File: config.mk
export PLATFORM = sky130hd
export DESIGN_NAME = pkt_buffer_mem
export DESIGN_NICKNAME = d
export VERILOG_FILES = /design/src/pkt_buf_pkg.sv /design/src/pkt_buffer_mem.sv
export VERILOG_INCLUDE_DIRS = /design/src /design/src/src
export SDC_FILE = /design/constraint.sdc
export NUM_CORES = 2
export LEC_CHECK = 0
export ABC_AREA = 1
export BUFFER_PORTS_ARGS = -buffer_cell sky130_fd_sc_hd__buf_4
export CAP_MARGIN = 20
export CORE_ASPECT_RATIO = 0.8
export CORE_MARGIN = 5
export CORE_UTILIZATION = 55
export DETAILED_ROUTE_END_ITERATION = 6
export PLACE_DENSITY = 0.81
export SYNTH_ARGS = -nofsm -noshare
export SYNTH_HDL_FRONTEND = slang
export SYNTH_SLANG_ARGS = --single-unit
File: constraint.sdc
create_clock -name clk -period 11.9 [get_ports clk]
set_input_delay 1.19 -clock clk [delete_from_list [all_inputs] [get_ports clk]]
set_output_delay 1.19 -clock clk [all_outputs]
set_load 0.02 [all_outputs]
File: src/pkt_buf_settings.svh
`ifndef PKT_BUF_SETTINGS_SVH
`define PKT_BUF_SETTINGS_SVH

// Word geometry
`define PKT_BUF_DATA_BYTES 8
`define PKT_BUF_WORDS      64

// Byte limits for a packet that is kept
`define PKT_BUF_MIN_SIZE   16
`define PKT_BUF_MAX_SIZE   256

// Per-packet sideband
`define PKT_BUF_META_BITS  16

// Descriptor queue entries
`define PKT_BUF_DESC_DEPTH 8

`endif

File: src/pkt_buf_pkg.sv
`default_nettype none

`include "pkt_buf_settings.svh"

package pkt_buf_pkg;

    localparam int ADDR_BITS = $clog2(`PKT_BUF_WORDS);

    typedef logic [`PKT_BUF_DATA_BYTES*8-1:0]       data_t;
    typedef logic [ADDR_BITS-1:0]                   addr_t;
    // Address with a wrap bit on top, for occupancy math
    typedef logic [ADDR_BITS:0]                     ptr_t;
    typedef logic [15:0]                            size_t;
    typedef logic [$clog2(`PKT_BUF_DATA_BYTES)-1:0] mty_t;
    typedef logic [`PKT_BUF_META_BITS-1:0]          meta_t;

    // One entry per kept packet
    typedef struct packed {
        addr_t start;
        size_t size;
        meta_t meta;
        logic  err;
    } pkt_desc_t;

endpackage

`default_nettype wire

File: src/pkt_buffer_mem.sv
`timescale 1ns/1ps
`default_nettype none

`include "pkt_buf_settings.svh"

module pkt_buffer_mem (
    input  wire logic               clk,
    // Write port
    input  wire logic               mem_wr_en,
    input  wire pkt_buf_pkg::addr_t mem_wr_addr,
    input  wire pkt_buf_pkg::data_t mem_wr_data,
    // Read port
    input  wire logic               mem_rd_en,
    input  wire pkt_buf_pkg::addr_t mem_rd_addr,
    output pkt_buf_pkg::data_t      mem_rd_data
);

    pkt_buf_pkg::data_t mem [`PKT_BUF_WORDS];

    always_ff @(posedge clk) begin
        if (mem_wr_en) begin
            mem[mem_wr_addr] <= mem_wr_data;
        end
    end

    // Registered read, holds its value while mem_rd_en is low
    always_ff @(posedge clk) begin
        if (mem_rd_en) begin
            mem_rd_data <= mem[mem_rd_addr];
        end
    end

endmodule

`default_nettype wire

# Word-level counts from Yosys, hierarchy flattened
# Memories as Yosys holds them, arrays and structs flattened. A register that Yosys moved wholly into a read port is not among the register bits.
# Cells that the tools add are included.
[classes]
n_mux = 2
[ops]
columns = ["op", "count"]
rows = [
  ["$mux W1", 2],
]
[word_totals]
ff_bits = 0
word_cells = 3
input_bits = 79
ram_bits = 4096
mem_count = 1
out_inout_bits = 64
[memory_table]
columns = ["name", "words", "word_bits", "rd", "rd_ports_with_merged_regs", "write_ports", "line_no", "text"]
rows = [
  ["mem", 64, 64, 1, 1, 1, "pkt_buffer_mem.sv:18", "pkt_buf_pkg::data_t mem [`PKT_BUF_WORDS];"],
]

# Logic depth before layout (Yosys ltp)
[logic_depth]
depth_word = 2
depth_mapped = 13
depth_no_buf = 9

# Worst setup path after synthesis
# OpenSTA, ideal clock, no wires.
[synth_timing]
kind = "input to register"
from = "in mem_wr_en"
to = "mem mem[48][0] (netlist bit), enable pin"
cell_stages = 3
t_required_ns = 11.254
slack_ns = 3.428
arrival_time_ns = 7.826
setup_time_ns = 0.646
n_path_buf = 1
path_cell_list = "clkbuf_1 -> nand4_1 -> nor4_1"
[synth_between]
elab_chain_cells = 2
[synth_rtl]
columns = ["element", "line_no", "text"]
rows = [
  ["start, declared", "pkt_buffer_mem.sv:9", "input wire logic mem_wr_en,"],
  ["$mux W1", "pkt_buffer_mem.sv:21", "if (mem_wr_en) begin"],
  ["$mux W1 (implied by the code)", "pkt_buffer_mem.sv:22", "mem[mem_wr_addr] <= mem_wr_data;"],
  ["end, declared", "pkt_buffer_mem.sv:18", ""],
]
# Every way passes these cells.

==> flow_metrics.env <==
export IMPL_multi_input_area_um2=36600
export IMPL_syn_inst=13405
export IMPL_syn_avg_cell_area_um2=12.4
export IMPL_cap_violations=0
export IMPL_maxSlewViolCount=0
export IMPL_cts_sinks=4160
export IMPL_synth_area_um2=166000
export IMPL_post_cts_buffers=0
export IMPL_fin_crit_sh_pct=41.0
export IMPL_grt_setup_unrepaired="false"
export IMPL_wirelength_um=493000
export IMPL_fin_tns_setup_ps=0
export IMPL_ioPinCount=143
export IMPL_synth_edf_count=4160
export IMPL_htreeDepth=5
export IMPL_insertion_delay_ps=920
export IMPL_path_max_fanout=88
export IMPL_place_area_um2=170000
export IMPL_cts_root_buf="clkbuf_16"
export IMPL_post_cts_resize_count=0
export IMPL_synthesis_nets=13484
export IMPL_leakage_nw=63.4
export IMPL_grt_overflow=0
export IMPL_clockBufferDepth=4
export IMPL_critical_path_max_stage_delay_ps=850
export IMPL_critical_path_top_delay_family="buffers and inverters"
export IMPL_cts_buffers=378
export IMPL_critPathLaunchType="primary input"
export IMPL_crit_type="in -> reg"
export IMPL_crit_path_top_delay_cell="buf_4"
export IMPL_power_density_nw_per_um2=165
export IMPL_arrival_ps=5660
export IMPL_hold_viol=0
export IMPL_grt_pass1_wl_um=711000
export IMPL_hold_class="in -> reg"
export IMPL_clkSlewWorstSetupHoldPaths_ps=70
export IMPL_first_iter_violations=20859
export IMPL_start_util_pct=55.2
export IMPL_die_h_um=501
export IMPL_core_region_area_um2=300000
export IMPL_gp_congestion=0.827
export IMPL_cp_required_ps=12680
export IMPL_violations="DRC"
export IMPL_vias_per_cell=6.44
export IMPL_fin_skew_ps=68.0
export IMPL_tightestPinTransition_ps=1300
export IMPL_grt_max_degree=240
export IMPL_critical_path_buf_inv_count=5
export IMPL_io_buffers=142
export IMPL_detail_route_wl_per_cell_um=28.1
export IMPL_synth_warnings=0
export IMPL_grt_pass1_vias=107051
export IMPL_synth_seq_cells=4160
export IMPL_peakVddDrop_mv=0.152
export IMPL_min_period_ps=4880
export IMPL_clock_fmax_mhz=205
export IMPL_fp_dieArea_um2=313000
export IMPL_fin_util_pct=60.5
export IMPL_whs_ps=776
export IMPL_cts_tree="built"
export IMPL_synth_commonest_cells="nand2_1 (4416), edfxtp_1 (4160), nand3_1 (3847)"
export IMPL_num_rows=180
export IMPL_final_seq_area_um2=125000
export IMPL_synth_area_leader_cell="edfxtp_1"
export IMPL_ant_nets=0
export IMPL_setup_viol=0
export IMPL_yosys_cell_count_top_type="nand2_1"
export IMPL_fillers=21287
export IMPL_drive_gt1_share_pct=7.19
export IMPL_synthArstFlopShare_pct=0
export IMPL_final_nets=13348
export IMPL_chipWidth_um=624
export IMPL_yosys_area_top_type_share_pct=75.3
export IMPL_slew_headroom_pct=13.2
export IMPL_ys_flop_type="edfxtp_1"
export IMPL_hold_buffers=0
export IMPL_drc_errors=10
export IMPL_worst_setup_path_end_kind="flip-flop"
export IMPL_synthDistinctLibCells=15
export IMPL_area_growth_pct=9.51
export IMPL_antenna_found_initial=30
export IMPL_synthTopCellsByArea="edfxtp_1 (75%), nand3_1 (12%), nand2_1 (10%)"
export IMPL_num_vias=113134
export IMPL_grt_usage_pct=30.7
export IMPL_dpl_hpwl_um=240000
export IMPL_status="finished, violations left"
export IMPL_worstPathCellList="buf_16 -> buf_4 -> buf_4 -> buf_4 -> buf_4 -> nand2_1 -> nand3_1 -> nand3_1 -> nand3_1 -> nand3_1 -> nand2_1 -> nand2_1 -> nand2_1"
export IMPL_ys_seq_area_share_pct=75.3
export IMPL_firstDrtPassIters=7
export IMPL_final_area_um2=182000
path summary, 6_finish.rpt:
kind	startpoint	endpoint	slack (ps)	cells past startpoint
worst max-delay path	mem_rd_addr[0]	mem_rd_data[59]	7020	13
worst min-delay path	mem_wr_data[63]	mem[52][63]	780	1
worst max register to register	mem[15][43]	mem_rd_data[43]	10100	8
worst min register to register	mem[10][53]	mem_rd_data[53]	820	8
routing by layer:
metal	vias up	routed length [µm]	global-route usage (%)
met5	-	137	0
met4	22	34100	17.8
met3	1869	76800	7.80
met2	10067	219000	46.7
met1	53587	163000	40.6
li1	47589	-	-
cells by family after synthesis:
logic type             after synthesis  share of synthesized area [%]
and+or+nand+nor                   8336                           21.8
buffers and inverters              909                           2.94
DFF                               4160                           75.3
cell usage in the layout, fill, tap and decap left out, types with 22 or more instances in the layout:
cell	netlist	layout
clkinv_2	0	73
clkinv_1	0	95
clkbuf_1	147	53
nor2_4	0	56
buf_12	0	22
bufinv_16	0	34
edfxtp_1	4160	4160
clkbuf_16	0	382
nand2_1	4416	4416
buf_4	134	353
nand3_1	3847	3847
state kept, by name, summed over array words and instances (netlist names):
signal / flops
mem_rd_data: 64
mem: 4096
worst reg2reg max path, stage by stage (launching register included):
cell	delay, ps
edfxtp_1	360
nand2_1	90
nand3_1	120
nand3_1	180
nand3_1	150
nand3_1	130
nand2_1	70
nand2_1	60
nand2_1	290
metrics by stage:
stage	cells	power (mW)	setup slack, ps
3_5_place_dp	16891	18.3	6340
5_1_grt	17571	30.7	6890
3_3_place_gp	16886	18.3	6370
4_1_cts	17563	29.9	7310
2_1_floorplan	13405	17.6	3430
6_report	17578	30.0	7020
power breakdown:
| part | internal [mW] | switching [mW] |
|---|---|---|
| Combinational | 0.415 | 1.32 |
| Clock | 6.61 | 5.29 |
| Sequential | 16.2 | 0.0610 |
final cells by class:
class / instances / area share (%)
clock buffer: 435 / 5.37
clock inverter: 237 / 1.14
tap: 4004 / 2.76
multi-input combinational: 8336 / 20.1
sequential: 4160 / 68.7
timing repair buffer: 381 / 1.76
antenna: 13 / 0.0179
inverter: 12 / 0.0565
Power figures use the tool's default switching activity.
