## src/pkt_buf_settings.svh

```systemverilog
`ifndef PKT_BUF_SETTINGS_SVH
`define PKT_BUF_SETTINGS_SVH

// Word geometry
`define PKT_BUF_DATA_BYTES 8
`define PKT_BUF_WORDS      64

// Byte limits for a packet that is kept
`define PKT_BUF_MIN_SIZE   16
`define PKT_BUF_MAX_SIZE   256

// Per-packet sideband
`define PKT_BUF_META_BITS  16

// Descriptor queue entries
`define PKT_BUF_DESC_DEPTH 8

`endif

```

## src/pkt_buf_pkg.sv

```systemverilog
`default_nettype none

`include "pkt_buf_settings.svh"

package pkt_buf_pkg;

    localparam int ADDR_BITS = $clog2(`PKT_BUF_WORDS);

    typedef logic [`PKT_BUF_DATA_BYTES*8-1:0]       data_t;
    typedef logic [ADDR_BITS-1:0]                   addr_t;
    // Address with a wrap bit on top, for occupancy math
    typedef logic [ADDR_BITS:0]                     ptr_t;
    typedef logic [15:0]                            size_t;
    typedef logic [$clog2(`PKT_BUF_DATA_BYTES)-1:0] mty_t;
    typedef logic [`PKT_BUF_META_BITS-1:0]          meta_t;

    // One entry per kept packet
    typedef struct packed {
        addr_t start;
        size_t size;
        meta_t meta;
        logic  err;
    } pkt_desc_t;

endpackage

`default_nettype wire

```

## src/desc_fifo.sv

```systemverilog
`timescale 1ns/1ps
`default_nettype none

`include "pkt_buf_settings.svh"

module desc_fifo (
    input  wire logic                   clk,
    input  wire logic                   arst_n,
    input  wire logic                   desc_push,
    input  wire pkt_buf_pkg::pkt_desc_t desc_in,
    input  wire logic                   desc_pop,
    output pkt_buf_pkg::pkt_desc_t      desc_out,
    output logic                        desc_full,
    output logic                        desc_empty
);

    localparam int DEPTH    = `PKT_BUF_DESC_DEPTH;
    localparam int IDX_BITS = $clog2(DEPTH);

    pkt_buf_pkg::pkt_desc_t store [DEPTH];
    logic [IDX_BITS:0]      wr_ptr;
    logic [IDX_BITS:0]      rd_ptr;

    always_ff @(posedge clk) begin
        if (desc_push) begin
            store[wr_ptr[IDX_BITS-1:0]] <= desc_in;
        end
    end

    always_ff @(posedge clk or negedge arst_n) begin
        if (!arst_n) begin
            wr_ptr <= '0;
            rd_ptr <= '0;
        end else begin
            if (desc_push) begin
                wr_ptr <= wr_ptr + 1'b1;
            end
            if (desc_pop) begin
                rd_ptr <= rd_ptr + 1'b1;
            end
        end
    end

    // Head entry is visible without a read cycle
    assign desc_out   = store[rd_ptr[IDX_BITS-1:0]];
    assign desc_empty = (wr_ptr == rd_ptr);
    assign desc_full  = (wr_ptr[IDX_BITS] != rd_ptr[IDX_BITS]) &&
                        (wr_ptr[IDX_BITS-1:0] == rd_ptr[IDX_BITS-1:0]);

    // Enqueue drops instead of pushing into a full queue
    assert property (@(posedge clk) disable iff (!arst_n) desc_push |-> !desc_full)
        else $error("desc_fifo: push while full");

    // Dequeue only pops a waiting descriptor
    assert property (@(posedge clk) disable iff (!arst_n) desc_pop |-> !desc_empty)
        else $error("desc_fifo: pop while empty");

endmodule

`default_nettype wire

```

## config.mk

```make
export PLATFORM = sky130hd
export DESIGN_NAME = desc_fifo
export DESIGN_NICKNAME = d
export VERILOG_FILES = /design/src/pkt_buf_pkg.sv /design/src/desc_fifo.sv
export VERILOG_INCLUDE_DIRS = /design/src /design/src/src
export SDC_FILE = /design/constraint.sdc
export NUM_CORES = 1
export LEC_CHECK = 0
export BUFFER_PORTS_ARGS = -buffer_cell sky130_fd_sc_hd__buf_2
export CAP_MARGIN = 0
export CORE_MARGIN = 1
export CORE_UTILIZATION = 60
export DETAILED_ROUTE_END_ITERATION = 10
export GPL_TIMING_DRIVEN = 1
export PLACE_DENSITY = 0.9
export SLEW_MARGIN = 20
export SYNTH_ARGS = -nofsm -noshare
export SYNTH_HDL_FRONTEND = slang
export SYNTH_SLANG_ARGS = --single-unit
```

## constraint.sdc

```tcl
create_clock -name clk -period 5.1 [get_ports clk]
set_input_delay 1.02 -clock clk [delete_from_list [all_inputs] [get_ports clk]]
set_output_delay 1.02 -clock clk [all_outputs]
set_load 0.05 [all_outputs]
```

After elaboration in Yosys (flattened, before gate mapping)
Memories as Yosys holds them, arrays and structs flattened.
Index checks and enable logic that the tools add are counted.
- flip-flop bits (word level): 8
- bits in latches: 0
- RAM bits: 312
- ROM bits: 0
- input bits: 43
- output and inout port bits: 41
- word-level logic and storage cells: 11
- memories: 1
- $add $sub $neg: 2
- multiply operators: 0
- div/mod/pow operators: 0
- order comparisons: 0
- eq/ne operators: 3
- shift-type cells: 0
- mux-type cells: 2
- bitwise gates (word level): 0
- reductions and logical operators: 1
- memories (name ; words ; width ; rd ports ; clocked after Yosys merged registers in ; wr ports ; RTL line ; RTL):
    store ; 8 ; 39 ; 1 ; 0 ; 1 ; desc_fifo.sv:20 ; pkt_buf_pkg::pkt_desc_t store [DEPTH];
- operators by type and width (cell ; count):
    4-bit by 1-bit adder with 4-bit output, second input constant ; 2
    4-bit == test ; 1
    3-bit == test ; 1
    1-bit two-way mux ; 2
    1-bit logical AND ; 1
    1-bit != test ; 1

Longest topological paths before layout
- depth after elaboration: 2
- depth in mapped cells: 4
- depth with buffers taken out: 3

Worst setup path after synthesis
OpenSTA, ideal clock, no wires.
- path kind: input to register
- start: in desc_push
- end: mem store[0][0] in the netlist's numbering (enable)
- library setup time: 484 ps
- arrival: 3789 ps
- setup slack: 827 ps
- cell stages on the path: 2
- path buffers: 0
- path through: nand2b_1 -> nor3_1
- word-level cells in the longest chain between the ends: 2
- RTL lines (what ; RTL line ; RTL):
    start: declaration ; desc_fifo.sv:9 ; input wire logic desc_push,
    1-bit two-way mux ; desc_fifo.sv:25 ; if (desc_push) begin
    1-bit two-way mux (not written as such) ; desc_fifo.sv:26 ; store[wr_ptr[IDX_BITS-1:0]] <= desc_in;
    end: declaration ; desc_fifo.sv:20 ;
No other way between the ends.

==> key figures <==
Die
  • Vert. Die Dim: 146.0 um
  • Core Region: 20300 um^2
  • # IOs: 84
  • Die Area: 21320 um^2
  • Row cnt: 52
  • Initial core utilization: 61.32%
  • Die W: 146.0 um

Critical path
  • Critical path class: reg2out
  • Worst setup SP type: flop
  • Req. time, crit path: 4080 ps
  • Critical path arrival: 3290 ps
  • Critical-path maximum fanout: 56
  • Worst setup EP type: primary output

Hold path
  • Tightest Hold Check Type: in2async

Synth
  • Synth Instances: 495
  • Sequential area share after synthesis: 76.88%
  • Syn Area/Cell: 25.15 um^2
  • Syn_nets: 540
  • Register bit total from synthesis: 320
  • Netlist Area Pre-Place: 12450 um^2
  • Netlist cell types: 19
  • YS warnings: 0

Final layout
  • Leading cell type in the layout, fill and taps excluded: edfxtp_1
  • Area grow syn2layout: 13.79%
  • Layout cells sized above 1: 30.76%
  • Final #Nets: 643
  • Filler instances: 1158
  • Most frequent cells in the layout: edfxtp_1 (312), buf_2 (83), mux4_1 (77)

Clocking
  • Post_cts resized: 0
  • CTS tree: built
  • Cts hold-fix bufs: 0
  • Setup bufs post-CTS: 0
  • H-tree depth: 1
  • Total CTS buffers: 30
  • Clock root cell: clkbuf_16
  • CTS sink count: 320
  • Skew-Pair Late Insertion Delay: 550 ps
  • CTS Buffer Depth: 3
  • Clock Pin Slew Worst Setup and Hold Paths: 60 ps

STA
  • Fin crit share: 84.58%
  • Final TNS setup: 0 ps
  • Slew Limit Fails: 0
  • Max Freq: 231.8 MHz
  • Worst-margin pin slew: 1060 ps
  • Setup Viol. Count Final: 0
  • Hold WS: 306.8 ps
  • Max-Slew Margin vs Limit: 29.31%
  • Final Critical Period: 4313 ps
  • Fin Clk Skew: 11.87 ps
  • Final hold vios: 0
  • RSZ-0062 raised after global routing: no

Pwr
  • Power per cell area: 613.9 nW/um^2
  • Leak: 4.832 nW
  • Maximum vdd drop: 0.0003749 V

Route
  • DRT Pass-1 Iters: 5
  • Starting DRC count in detailed routing: 476
  • Number of remaining DRC errors: 0
  • Total Wirelength: 25360 um
  • Number of vias per cell: 6.312
  • DR vias: 5643
  • Wirelength per Cell: 28.36 um
  • ANT nets after route: 0

Global routing
  • Initial antenna violation count: 3
  • Global-route wire length before repair: 37090 um
  • GRT overflow: 0
  • Largest net degree at the start of global routing: 82
  • Aggregate global-route resource usage: 24.32%
  • Number of global-route vias before repair: 5788

Run status
  • Status: finished, final reports clean

Placement
  • Gpl congestion: 0.7037
  • I/O Buffers: 83
  • Final HPWL from detailed placement: 13260 um

Flow run
  • Max-Cap Viols: 0
[report_power, final]
| group | leakage, nW | switching (mW) | internal, mW |
|---|---|---|---|
| Combinational | 1.48 | 1.85 | 1.12 |
| Sequential | 2.93 | 0.405 | 3.31 |
| Clock | 0.431 | 0.908 | 1.11 |
[flip-flops by register name, indices dropped and copies added, names as in the netlist]
| signal | cells |
|---|---|
| rd_ptr | 4 |
| wr_ptr | 4 |
| store | 312 |
[Yosys cell counts]
cell type | count | share of area, %
nand4_1 | 2 | 0.10
xnor2_1 | 5 | 0.35
clkbuf_1 | 14 | 0.42
buf_2 | 2 | 0.080
nand2_1 | 4 | 0.12
edfxtp_1 | 312 | 75
xor2_1 | 5 | 0.35
ha_1 | 2 | 0.20
inv_1 | 1 | 0.030
nor4b_1 | 1 | 0.070
nor3_1 | 2 | 0.080
nand2b_1 | 3 | 0.15
mux2_2 | 41 | 3.7
nor2_1 | 5 | 0.15
dfrtp_1 | 8 | 1.6
mux4_2 | 1 | 0.18
buf_6 | 9 | 0.81
mux4_1 | 77 | 16
nor4_1 | 1 | 0.050
[per-layer routing]
| layer | part of all wire (%) | up-vias | GRT usage (%) |
|---|---|---|---|
| li1 | - | 2399 | - |
| met1 | 39 | 2977 | 31.77 |
| met2 | 53 | 227 | 42.49 |
| met3 | 6.0 | 40 | 4.313 |
| met4 | 2.4 | 0 | 7.083 |
| met5 | 0 | - | 0 |
[logic make-up (layout without fill, tap and decap cells)]
kind of cell	after synthesis	count (layout)	share of synthesized area, %
and+or+nand+nor	18	18	0.7238
adders and majority gates	2	2	0.2010
xor gates and xnor gates	10	10	0.7036
buffers and inverters	26	152	1.347
other	0	3	0
DFF	320	320	76.88
muxes	119	119	20.14
[final cells by class]
type,count,area (um^2),area share [%]
clock inverters,17,85.08,0.6007
diodes,3,7.507,0.05300
clock buffers,38,802.0,5.663
well taps,270,337.8,2.385
repair buffers,96,590.6,4.170
inverters,1,5.005,0.03534
flip-flops and latches,320,9578,67.62
multi-input cells,149,2758,19.47
[through the flow]
stage          area [um^2]  setup WS, ps  power (mW)  cells  util, %
6_report             14160         786.5       8.695    894    69.77
5_1_grt              14160         702.9       8.974    892    69.75
4_1_cts              14130         780.8       8.746    890    69.59
3_5_place_dp         13240          1396       6.674    835    65.22
3_3_place_gp         13190          1595       6.522    833    64.99
2_1_floorplan        12450         827.1       5.935    495        -
[worst paths after layout]
| kind | start | endpoint | slack, ps | cells past startpoint |
|---|---|---|---|---|
| worst min register to register | wr_ptr[3] | wr_ptr[3] | 500 | 1 |
| worst min-delay path | arst_n | wr_ptr[0] | 310 | 1 |
| worst max register to register | wr_ptr[1] | store[4][28] | 2640 | 3 |
| max in group asynchronous | arst_n | rd_ptr[0] | 4600 | 1 |
| min in group clk | wr_ptr[3] | wr_ptr[3] | 500 | 1 |
| worst max-delay path | rd_ptr[0] | desc_out[16] | 790 | 4 |
[critical path, cell delays in order, from the launching register on]
cell and delay, ps:
dfrtp_4 1020, buf_4 420, mux4_1 690, mux2_2 320
buf_2 220
Power figures use the tool's default switching activity.
