**src/pkt_buf_settings.svh**
```systemverilog
`ifndef PKT_BUF_SETTINGS_SVH
`define PKT_BUF_SETTINGS_SVH

// Word geometry
`define PKT_BUF_DATA_BYTES 8
`define PKT_BUF_WORDS      64

// Byte limits for a packet that is kept
`define PKT_BUF_MIN_SIZE   16
`define PKT_BUF_MAX_SIZE   256

// Per-packet sideband
`define PKT_BUF_META_BITS  16

// Descriptor queue entries
`define PKT_BUF_DESC_DEPTH 8

`endif

```
**src/pkt_buf_pkg.sv**
```systemverilog
`default_nettype none

`include "pkt_buf_settings.svh"

package pkt_buf_pkg;

    localparam int ADDR_BITS = $clog2(`PKT_BUF_WORDS);

    typedef logic [`PKT_BUF_DATA_BYTES*8-1:0]       data_t;
    typedef logic [ADDR_BITS-1:0]                   addr_t;
    // Address with a wrap bit on top, for occupancy math
    typedef logic [ADDR_BITS:0]                     ptr_t;
    typedef logic [15:0]                            size_t;
    typedef logic [$clog2(`PKT_BUF_DATA_BYTES)-1:0] mty_t;
    typedef logic [`PKT_BUF_META_BITS-1:0]          meta_t;

    // One entry per kept packet
    typedef struct packed {
        addr_t start;
        size_t size;
        meta_t meta;
        logic  err;
    } pkt_desc_t;

endpackage

`default_nettype wire

```
**src/packet_dequeue.sv**
```systemverilog
`timescale 1ns/1ps
`default_nettype none

`include "pkt_buf_settings.svh"

module packet_dequeue (
    input  wire logic                   clk,
    input  wire logic                   arst_n,
    // Descriptor queue
    input  wire logic                   desc_empty,
    input  wire pkt_buf_pkg::pkt_desc_t desc_out,
    output logic                        desc_pop,
    // Memory read port
    output logic                        mem_rd_en,
    output pkt_buf_pkg::addr_t          mem_rd_addr,
    input  wire pkt_buf_pkg::data_t     mem_rd_data,
    // Output stream
    input  wire logic                   out_rdy,
    output logic                        out_valid,
    output pkt_buf_pkg::data_t          out_data,
    output logic                        out_eop,
    output pkt_buf_pkg::mty_t           out_mty,
    output logic                        out_err,
    output pkt_buf_pkg::meta_t          out_meta,
    // Freed space back to enqueue
    output pkt_buf_pkg::ptr_t           head_ptr
);

    localparam int BYTE_SHIFT = $clog2(`PKT_BUF_DATA_BYTES);

    localparam pkt_buf_pkg::size_t WORD_BYTES = pkt_buf_pkg::size_t'(`PKT_BUF_DATA_BYTES);

    // Current packet being read
    logic               cur_active;
    pkt_buf_pkg::addr_t rd_addr;
    pkt_buf_pkg::size_t rem_bytes;
    pkt_buf_pkg::ptr_t  cur_words;
    pkt_buf_pkg::meta_t cur_meta;
    logic               cur_err;

    pkt_buf_pkg::ptr_t  pop_words;
    pkt_buf_pkg::ptr_t  out_words;
    logic               out_free;
    logic               issue;
    logic               last_word;

    // Output slot empties this cycle or is already empty
    assign out_free  = !out_valid || out_rdy;
    assign issue     = cur_active && out_free;
    assign last_word = (rem_bytes <= WORD_BYTES);

    // Next descriptor is taken while its predecessor's last word is read
    assign desc_pop = !desc_empty && (!cur_active || (issue && last_word));

    assign pop_words = pkt_buf_pkg::ptr_t'((desc_out.size + (WORD_BYTES - 1'b1)) >> BYTE_SHIFT);

    assign mem_rd_en   = issue;
    assign mem_rd_addr = rd_addr;

    // Memory read register doubles as the output data register
    assign out_data = mem_rd_data;

    always_ff @(posedge clk or negedge arst_n) begin
        if (!arst_n) begin
            cur_active <= 1'b0;
            out_valid  <= 1'b0;
            head_ptr   <= '0;
        end else begin
            if (desc_pop) begin
                cur_active <= 1'b1;
            end else if (issue && last_word) begin
                cur_active <= 1'b0;
            end
            if (out_free) begin
                out_valid <= issue;
            end
            if (out_valid && out_rdy && out_eop) begin
                head_ptr <= head_ptr + out_words;
            end
        end
    end

    always_ff @(posedge clk) begin
        if (desc_pop) begin
            rd_addr   <= desc_out.start;
            rem_bytes <= desc_out.size;
            cur_words <= pop_words;
            cur_meta  <= desc_out.meta;
            cur_err   <= desc_out.err;
        end else if (issue) begin
            rd_addr   <= rd_addr + 1'b1;
            rem_bytes <= rem_bytes - WORD_BYTES;
        end
        // Sideband follows the word into the output slot
        if (issue) begin
            out_eop   <= last_word;
            out_mty   <= last_word ? pkt_buf_pkg::mty_t'(WORD_BYTES - rem_bytes) : '0;
            out_err   <= cur_err;
            out_meta  <= cur_meta;
            out_words <= cur_words;
        end
    end

    // A stalled word must not change, including the data held in the memory
    assert property (@(posedge clk) disable iff (!arst_n)
        (out_valid && !out_rdy) |=> (out_valid && $stable(out_data) &&
                                     $stable(out_eop) && $stable(out_mty)))
        else $error("packet_dequeue: output changed under back-pressure");

endmodule

`default_nettype wire

```
**config.mk**
```make
export PLATFORM = sky130hd
export DESIGN_NAME = packet_dequeue
export DESIGN_NICKNAME = d
export VERILOG_FILES = /design/src/pkt_buf_pkg.sv /design/src/packet_dequeue.sv
export VERILOG_INCLUDE_DIRS = /design/src /design/src/src
export SDC_FILE = /design/constraint.sdc
export NUM_CORES = 1
export LEC_CHECK = 0
export ABC_AREA = 1
export CAP_MARGIN = 20
export CORE_MARGIN = 1.5
export CORE_UTILIZATION = 47
export CTS_CLUSTER_DIAMETER = 40
export DETAILED_ROUTE_END_ITERATION = 8
export DONT_BUFFER_PORTS = 1
export GPL_TIMING_DRIVEN = 0
export PLACE_DENSITY = 0.7
export SETUP_SLACK_MARGIN = 0.02
export SYNTH_ARGS = -nofsm -noshare
export SYNTH_HDL_FRONTEND = slang
export SYNTH_SLANG_ARGS = --single-unit
export TNS_END_PERCENT = 5
```
**constraint.sdc**
```tcl
create_clock -name clk -period 3.7 [get_ports clk]
set_clock_uncertainty 0.05 [all_clocks]
set_input_delay 0.74 -clock clk [delete_from_list [all_inputs] [get_ports clk]]
set_output_delay 0.74 -clock clk [all_outputs]
set_load 0.01 [all_outputs]
```
**Word-level counts from Yosys, hierarchy flattened**

Cells that the tools add are included.

- Flip-flop bits (word level): 83
- Output and inout bits: 101
- Logic and storage cells: 37

- Add/subtract/negate cells: 5
- $lt $le $gt $ge: 1
- Muxes and demuxes: 6
- Reduce and logical (&&, ||, !) cells: 12

Operator list:

| cell | number |
|---|---|
| $mux 16 | 2 |
| $le 16x4->1 const B | 1 |
| $sub 16x4->16 const B | 1 |
| $mux 6 | 2 |
| $add 10x3->10 const B | 1 |
| $add 7x7->7 | 1 |
| $add 6x1->6 const B | 1 |
| $logic_and 1x1->1 | 5 |
| $reduce_bool 2->1 | 2 |
| $logic_not 1->1 | 3 |
| $sub 1x3->3 const A | 1 |
| $logic_or 1x1->1 | 2 |
| $mux 1 | 2 |

**Depth between registers and ports, before layout**

- Word-level depth: 7
- Gate-level depth with buffers: 12

**Worst setup path before layout**

OpenSTA, ideal clock, no wires.

- Path kind: input port to flip-flop
- Start point: in out_rdy
- End point: reg rd_addr[0], in the netlist mem_rd_addr[0] (enable)
- Data arrival time: 2821 ps
- Slack: 430 ps
- Cell stages on the path: 3
- Path buffers: 0
- Cell sequence: nor2_1 -> nor2_1 -> o21bai_1

- Longest elaborated chain between the ends: 6

Ends and longest elaborated chain:

| item | line | text |
|---|---|---|
| start: declaration | packet_dequeue.sv:18 | `input wire logic out_rdy,` |
| $logic_or 1x1->1 * | packet_dequeue.sv:48 | `assign out_free = !out_valid \|\| out_rdy;` |
| $logic_and 1x1->1 * | packet_dequeue.sv:49 | `assign issue = cur_active && out_free;` |
| via mem_rd_en | packet_dequeue.sv:14 | `output logic mem_rd_en,` |
| $logic_and 1x1->1 | packet_dequeue.sv:53 | `assign desc_pop = !desc_empty && (!cur_active \|\| (issue && last_word));` |
| $logic_or 1x1->1 | packet_dequeue.sv:53 |  |
| $logic_and 1x1->1 | packet_dequeue.sv:53 |  |
| $reduce_bool 2->1 (no source line) * | - |  |
| end signal: assignment | packet_dequeue.sv:85 | `rd_addr <= desc_out.start;` |
| end signal: assignment | packet_dequeue.sv:91 | `rd_addr <= rd_addr + 1'b1;` |
| end: declaration | packet_dequeue.sv:35 | `pkt_buf_pkg::addr_t rd_addr;` |

The timed path passes the listed nets; every way through them passes the cells marked *.
A chain may end at the register's enable or synchronous reset.

**Worst setup path in the final report**

- Start point: reg rem_bytes[0]
- End point: out desc_pop

- Longest elaborated chain between the ends: 4

Ends and longest elaborated chain:

| item | line | text |
|---|---|---|
| start: declaration | packet_dequeue.sv:36 | `pkt_buf_pkg::size_t rem_bytes;` |
| start signal: assignment | packet_dequeue.sv:86 | `rem_bytes <= desc_out.size;` |
| start signal: assignment | packet_dequeue.sv:92 | `rem_bytes <= rem_bytes - WORD_BYTES;` |
| $le 16x4->1 | packet_dequeue.sv:50 | `assign last_word = (rem_bytes <= WORD_BYTES);` |
| $logic_and 1x1->1 | packet_dequeue.sv:53 |  |
| $logic_or 1x1->1 | packet_dequeue.sv:53 |  |
| $logic_and 1x1->1 | packet_dequeue.sv:53 |  |
| end: declaration | packet_dequeue.sv:12 | `output logic desc_pop,` |

No other way between the ends.

==> reports/summary.txt <==
Post-Synth Adder-Cell Area: 0.0316
Setup crit end kind: output pin
Post-synth cell types: 27
RSZ-0062 raised after global routing: false
TritonCTS buffer count: 9
Min Tclk post-route: 3.21 ns
Cell count of the worst reg-to-reg path: 11
Root buffer cell: clkbuf_8
Synth warn: 0
Setup TNS: 0 ns
R2R setup slack: 1.19 ns
Number of hold buffers added after cts: 0
CP max stage delay: 0.70 ns
Drt initial violations: 126
Rel. slew slack: 0.347
Total GRT Usage: 0.152
Seq/Total Area, Yosys: 0.584
Post-Synth XOR/XNOR Area: 0.0355
Post-CTS setup buffers: 0
Least-Margin Pin Slew: 0.978 ns
Antenna violations before repair: 0
Main combinational cell family by area after synthesis: simple AND/OR/NAND/NOR gates
FILL cells: 761
Vias in the first global route: 2306
Leakage power: 2.03 nW
Slowest cell on crit path: inv_1
Setup CP Type: flop to output pin
I/O Pins: 208
Syn avg cell area: 10.5 um2
Half-perimeter wire length after placement: 5730 um
Pins Over Slew Limit: 0
Final setup vio count: 0
Die area: 9500 um2
Mapped cell area: 4190 um2
Clk buf depth: 2
Period utilization: 0.868
Area growth from synthesis to layout: 8.17%
Clock Pin Slew Worst Setup and Hold Paths: 0.08 ns
Worst path most repeated cell: nand2_1
Pin count of the biggest net entering global routing: 26
Wirelength per Cell: 14.0 um
Max cap viols: 0
Post-synthesis net count: 515
Syn Inst Count: 398
Nets: 528
Vias/cell: 4.81
Drt pass-1 iters: 4
# rows: 34
Via count: 2518
Clk_lat worst skew: 0.34 ns
Pre-CTS WS: 0.830 ns
Crit path cell chain: inv_1 > ha_1 > nand2_1 > nand2_1 > nand2_1 > nor2_1 > nand3_2 > nand2_4 > nand2_4 > buf_6 > inv_1
Mux share of post-synthesis cell area: 0
Grt total ovfl: 0
Initial core utilization: 0.483
Layout cells sized above 1: 0.231
Max Clk Rate: 0.311 GHz
Die H: 97.5 um
Final core occ: 0.523
Compound-gate portion of the synthesized area: 0.0176
# diodes: 0
DP Area: 4370 um2
Post-Synth Simple-Gate Area: 0.167
Worst Hold Class: primary input to asynchronous set/reset pin
TritonCTS Sinks: 83
Final Wtd Congestion: 0.840
Setup WS post-layout: 0.487 ns
Routed WL: 7350 um
ANT nets after route: 0
Drt drc: 0
Worst path required time: 2.91 ns
Final Power: 0.00206 W
CP Max Fanout: 25
Die X-Extent: 97.5 um
Post-layout instance area: 4540 um2
Power Density: 453 nW/um2
Maximum VDD drop: 0.184 mV
Endpoints failing hold: 0
Global-route wire length before repair: 11200 um
Crit path DAT: 2.42 ns
Startpoint Class: flop
CTS tree: yes
Status: finished clean
#FFs+latches synth: 83
PostCTS Resize Cnt: 0
Core area: 8680 um2
Port bufs: 0
Htree depth: 3
## metal layers
metal  global-route usage  up-vias  routed length [um]
li1                     -     1257                   -
met1                0.170     1143                2720
met2                0.263      105                3920
met3               0.0460       13                 567
met4               0.0736        0                 141
met5                    0        -                   0
## final cells by class
type                       count  area [um2]  share of cell area
inverter                      43         161              0.0356
buffer                        70         531               0.117
tap                          108         135              0.0298
multi-input combinational    202        1060               0.234
sequential                    83        2450               0.539
timing repair buffer           2        30.0             0.00662
clock inverter                 4        26.3             0.00579
clock buffer                  12         145              0.0320
## layout by cell type, fill, tap and decap left out, drive strengths merged
master,netlist,routed
dfrtp,9,9
a31oi,1,1
clkbuf,1,13
o21ai,8,8
nand4,2,2
or2,1,1
and2,1,1
edfxtp,74,74
xor2,16,16
nor3,4,4
ha,9,9
buf,69,71
nor2,29,29
fa,1,1
inv,43,44
xnor2,1,1
clkinv,0,2
nand3,32,32
o21bai,1,1
nor3b,1,1
nand3b,1,1
a21oi,4,4
clkinvlp,0,1
nand2,90,90
## state kept, by name, indices dropped and copies added, names as in the netlist
register	flops
out_mty	3
out_err	1
head_ptr	7
cur_words	7
mem_rd_addr	6
cur_meta	16
cur_active	1
out_words	7
cur_err	1
out_eop	1
out_meta	16
out_valid	1
rem_bytes	16
## Yosys cell counts
| master | number | area share |
|---|---|---|
| a21oi_1 | 4 | 0.0048 |
| a31oi_1 | 1 | 0.0015 |
| and2_1 | 1 | 0.0015 |
| buf_2 | 1 | 0.0012 |
| buf_4 | 65 | 0.12 |
| buf_6 | 3 | 0.0081 |
| clkbuf_1 | 1 | 0.00089 |
| dfrtp_1 | 9 | 0.054 |
| edfxtp_1 | 74 | 0.53 |
| fa_1 | 1 | 0.0048 |
| ha_1 | 9 | 0.027 |
| inv_1 | 43 | 0.038 |
| nand2_1 | 88 | 0.079 |
| nand2_4 | 2 | 0.0054 |
| nand3_1 | 31 | 0.037 |
| nand3_2 | 1 | 0.0024 |
| nand3b_1 | 1 | 0.0018 |
| nand4_1 | 2 | 0.0030 |
| nor2_1 | 24 | 0.021 |
| nor2_2 | 5 | 0.0075 |
| nor3_1 | 4 | 0.0048 |
| nor3b_1 | 1 | 0.0018 |
| o21ai_0 | 8 | 0.0095 |
| o21bai_1 | 1 | 0.0018 |
| or2_2 | 1 | 0.0015 |
| xnor2_1 | 1 | 0.0021 |
| xor2_1 | 16 | 0.033 |
## critical path: cells and delay by family, from the launching register on
kind | cells | cell delay [ns]
buffers and inverters | 3 | 0.93
DFF | 1 | 0.36
adders and majority gates | 1 | 0.17
and+or+nand+nor | 7 | 0.61
## worst paths after layout
path	startpoint	end
max reg2reg	rem_bytes[0]	cur_meta[14]
max in group asynchronous	arst_n	cur_active
max	rem_bytes[0]	desc_pop
min reg2reg	cur_meta[12]	out_meta[12]
min in group clk	cur_meta[12]	out_meta[12]
min	arst_n	head_ptr[2]
## kinds of logic (layout without fill, tap and decap cells)
logic type	count (synthesis)	in the layout
adders and majority gates	10	10
xor gates and xnor gates	17	17
DFF	83	83
AOI/OAI and AO/OA	14	14
buffers and inverters	113	131
and+or+nand+nor	161	161
## through the flow
step	hold WS [ns]	std cells
global route	0.00895	524
detailed placement	0.355	508
floorplan	0.350	398
finish	0.0344	524
CTS	0.0121	524
global placement	0.351	506
## power by group
part / total, W / internal [W] / switching, W / leakage [nW]
clock: 0.000569 / 0.000263 / 0.000306 / 0.0868
sequential: 0.00116 / 0.00108 / 0.0000730 / 0.810
combinational: 0.000332 / 0.000148 / 0.000183 / 1.14
total: 0.00206 / 0.00149 / 0.000562 / 2.03
No activity file was read; power rests on OpenSTA's default activity.
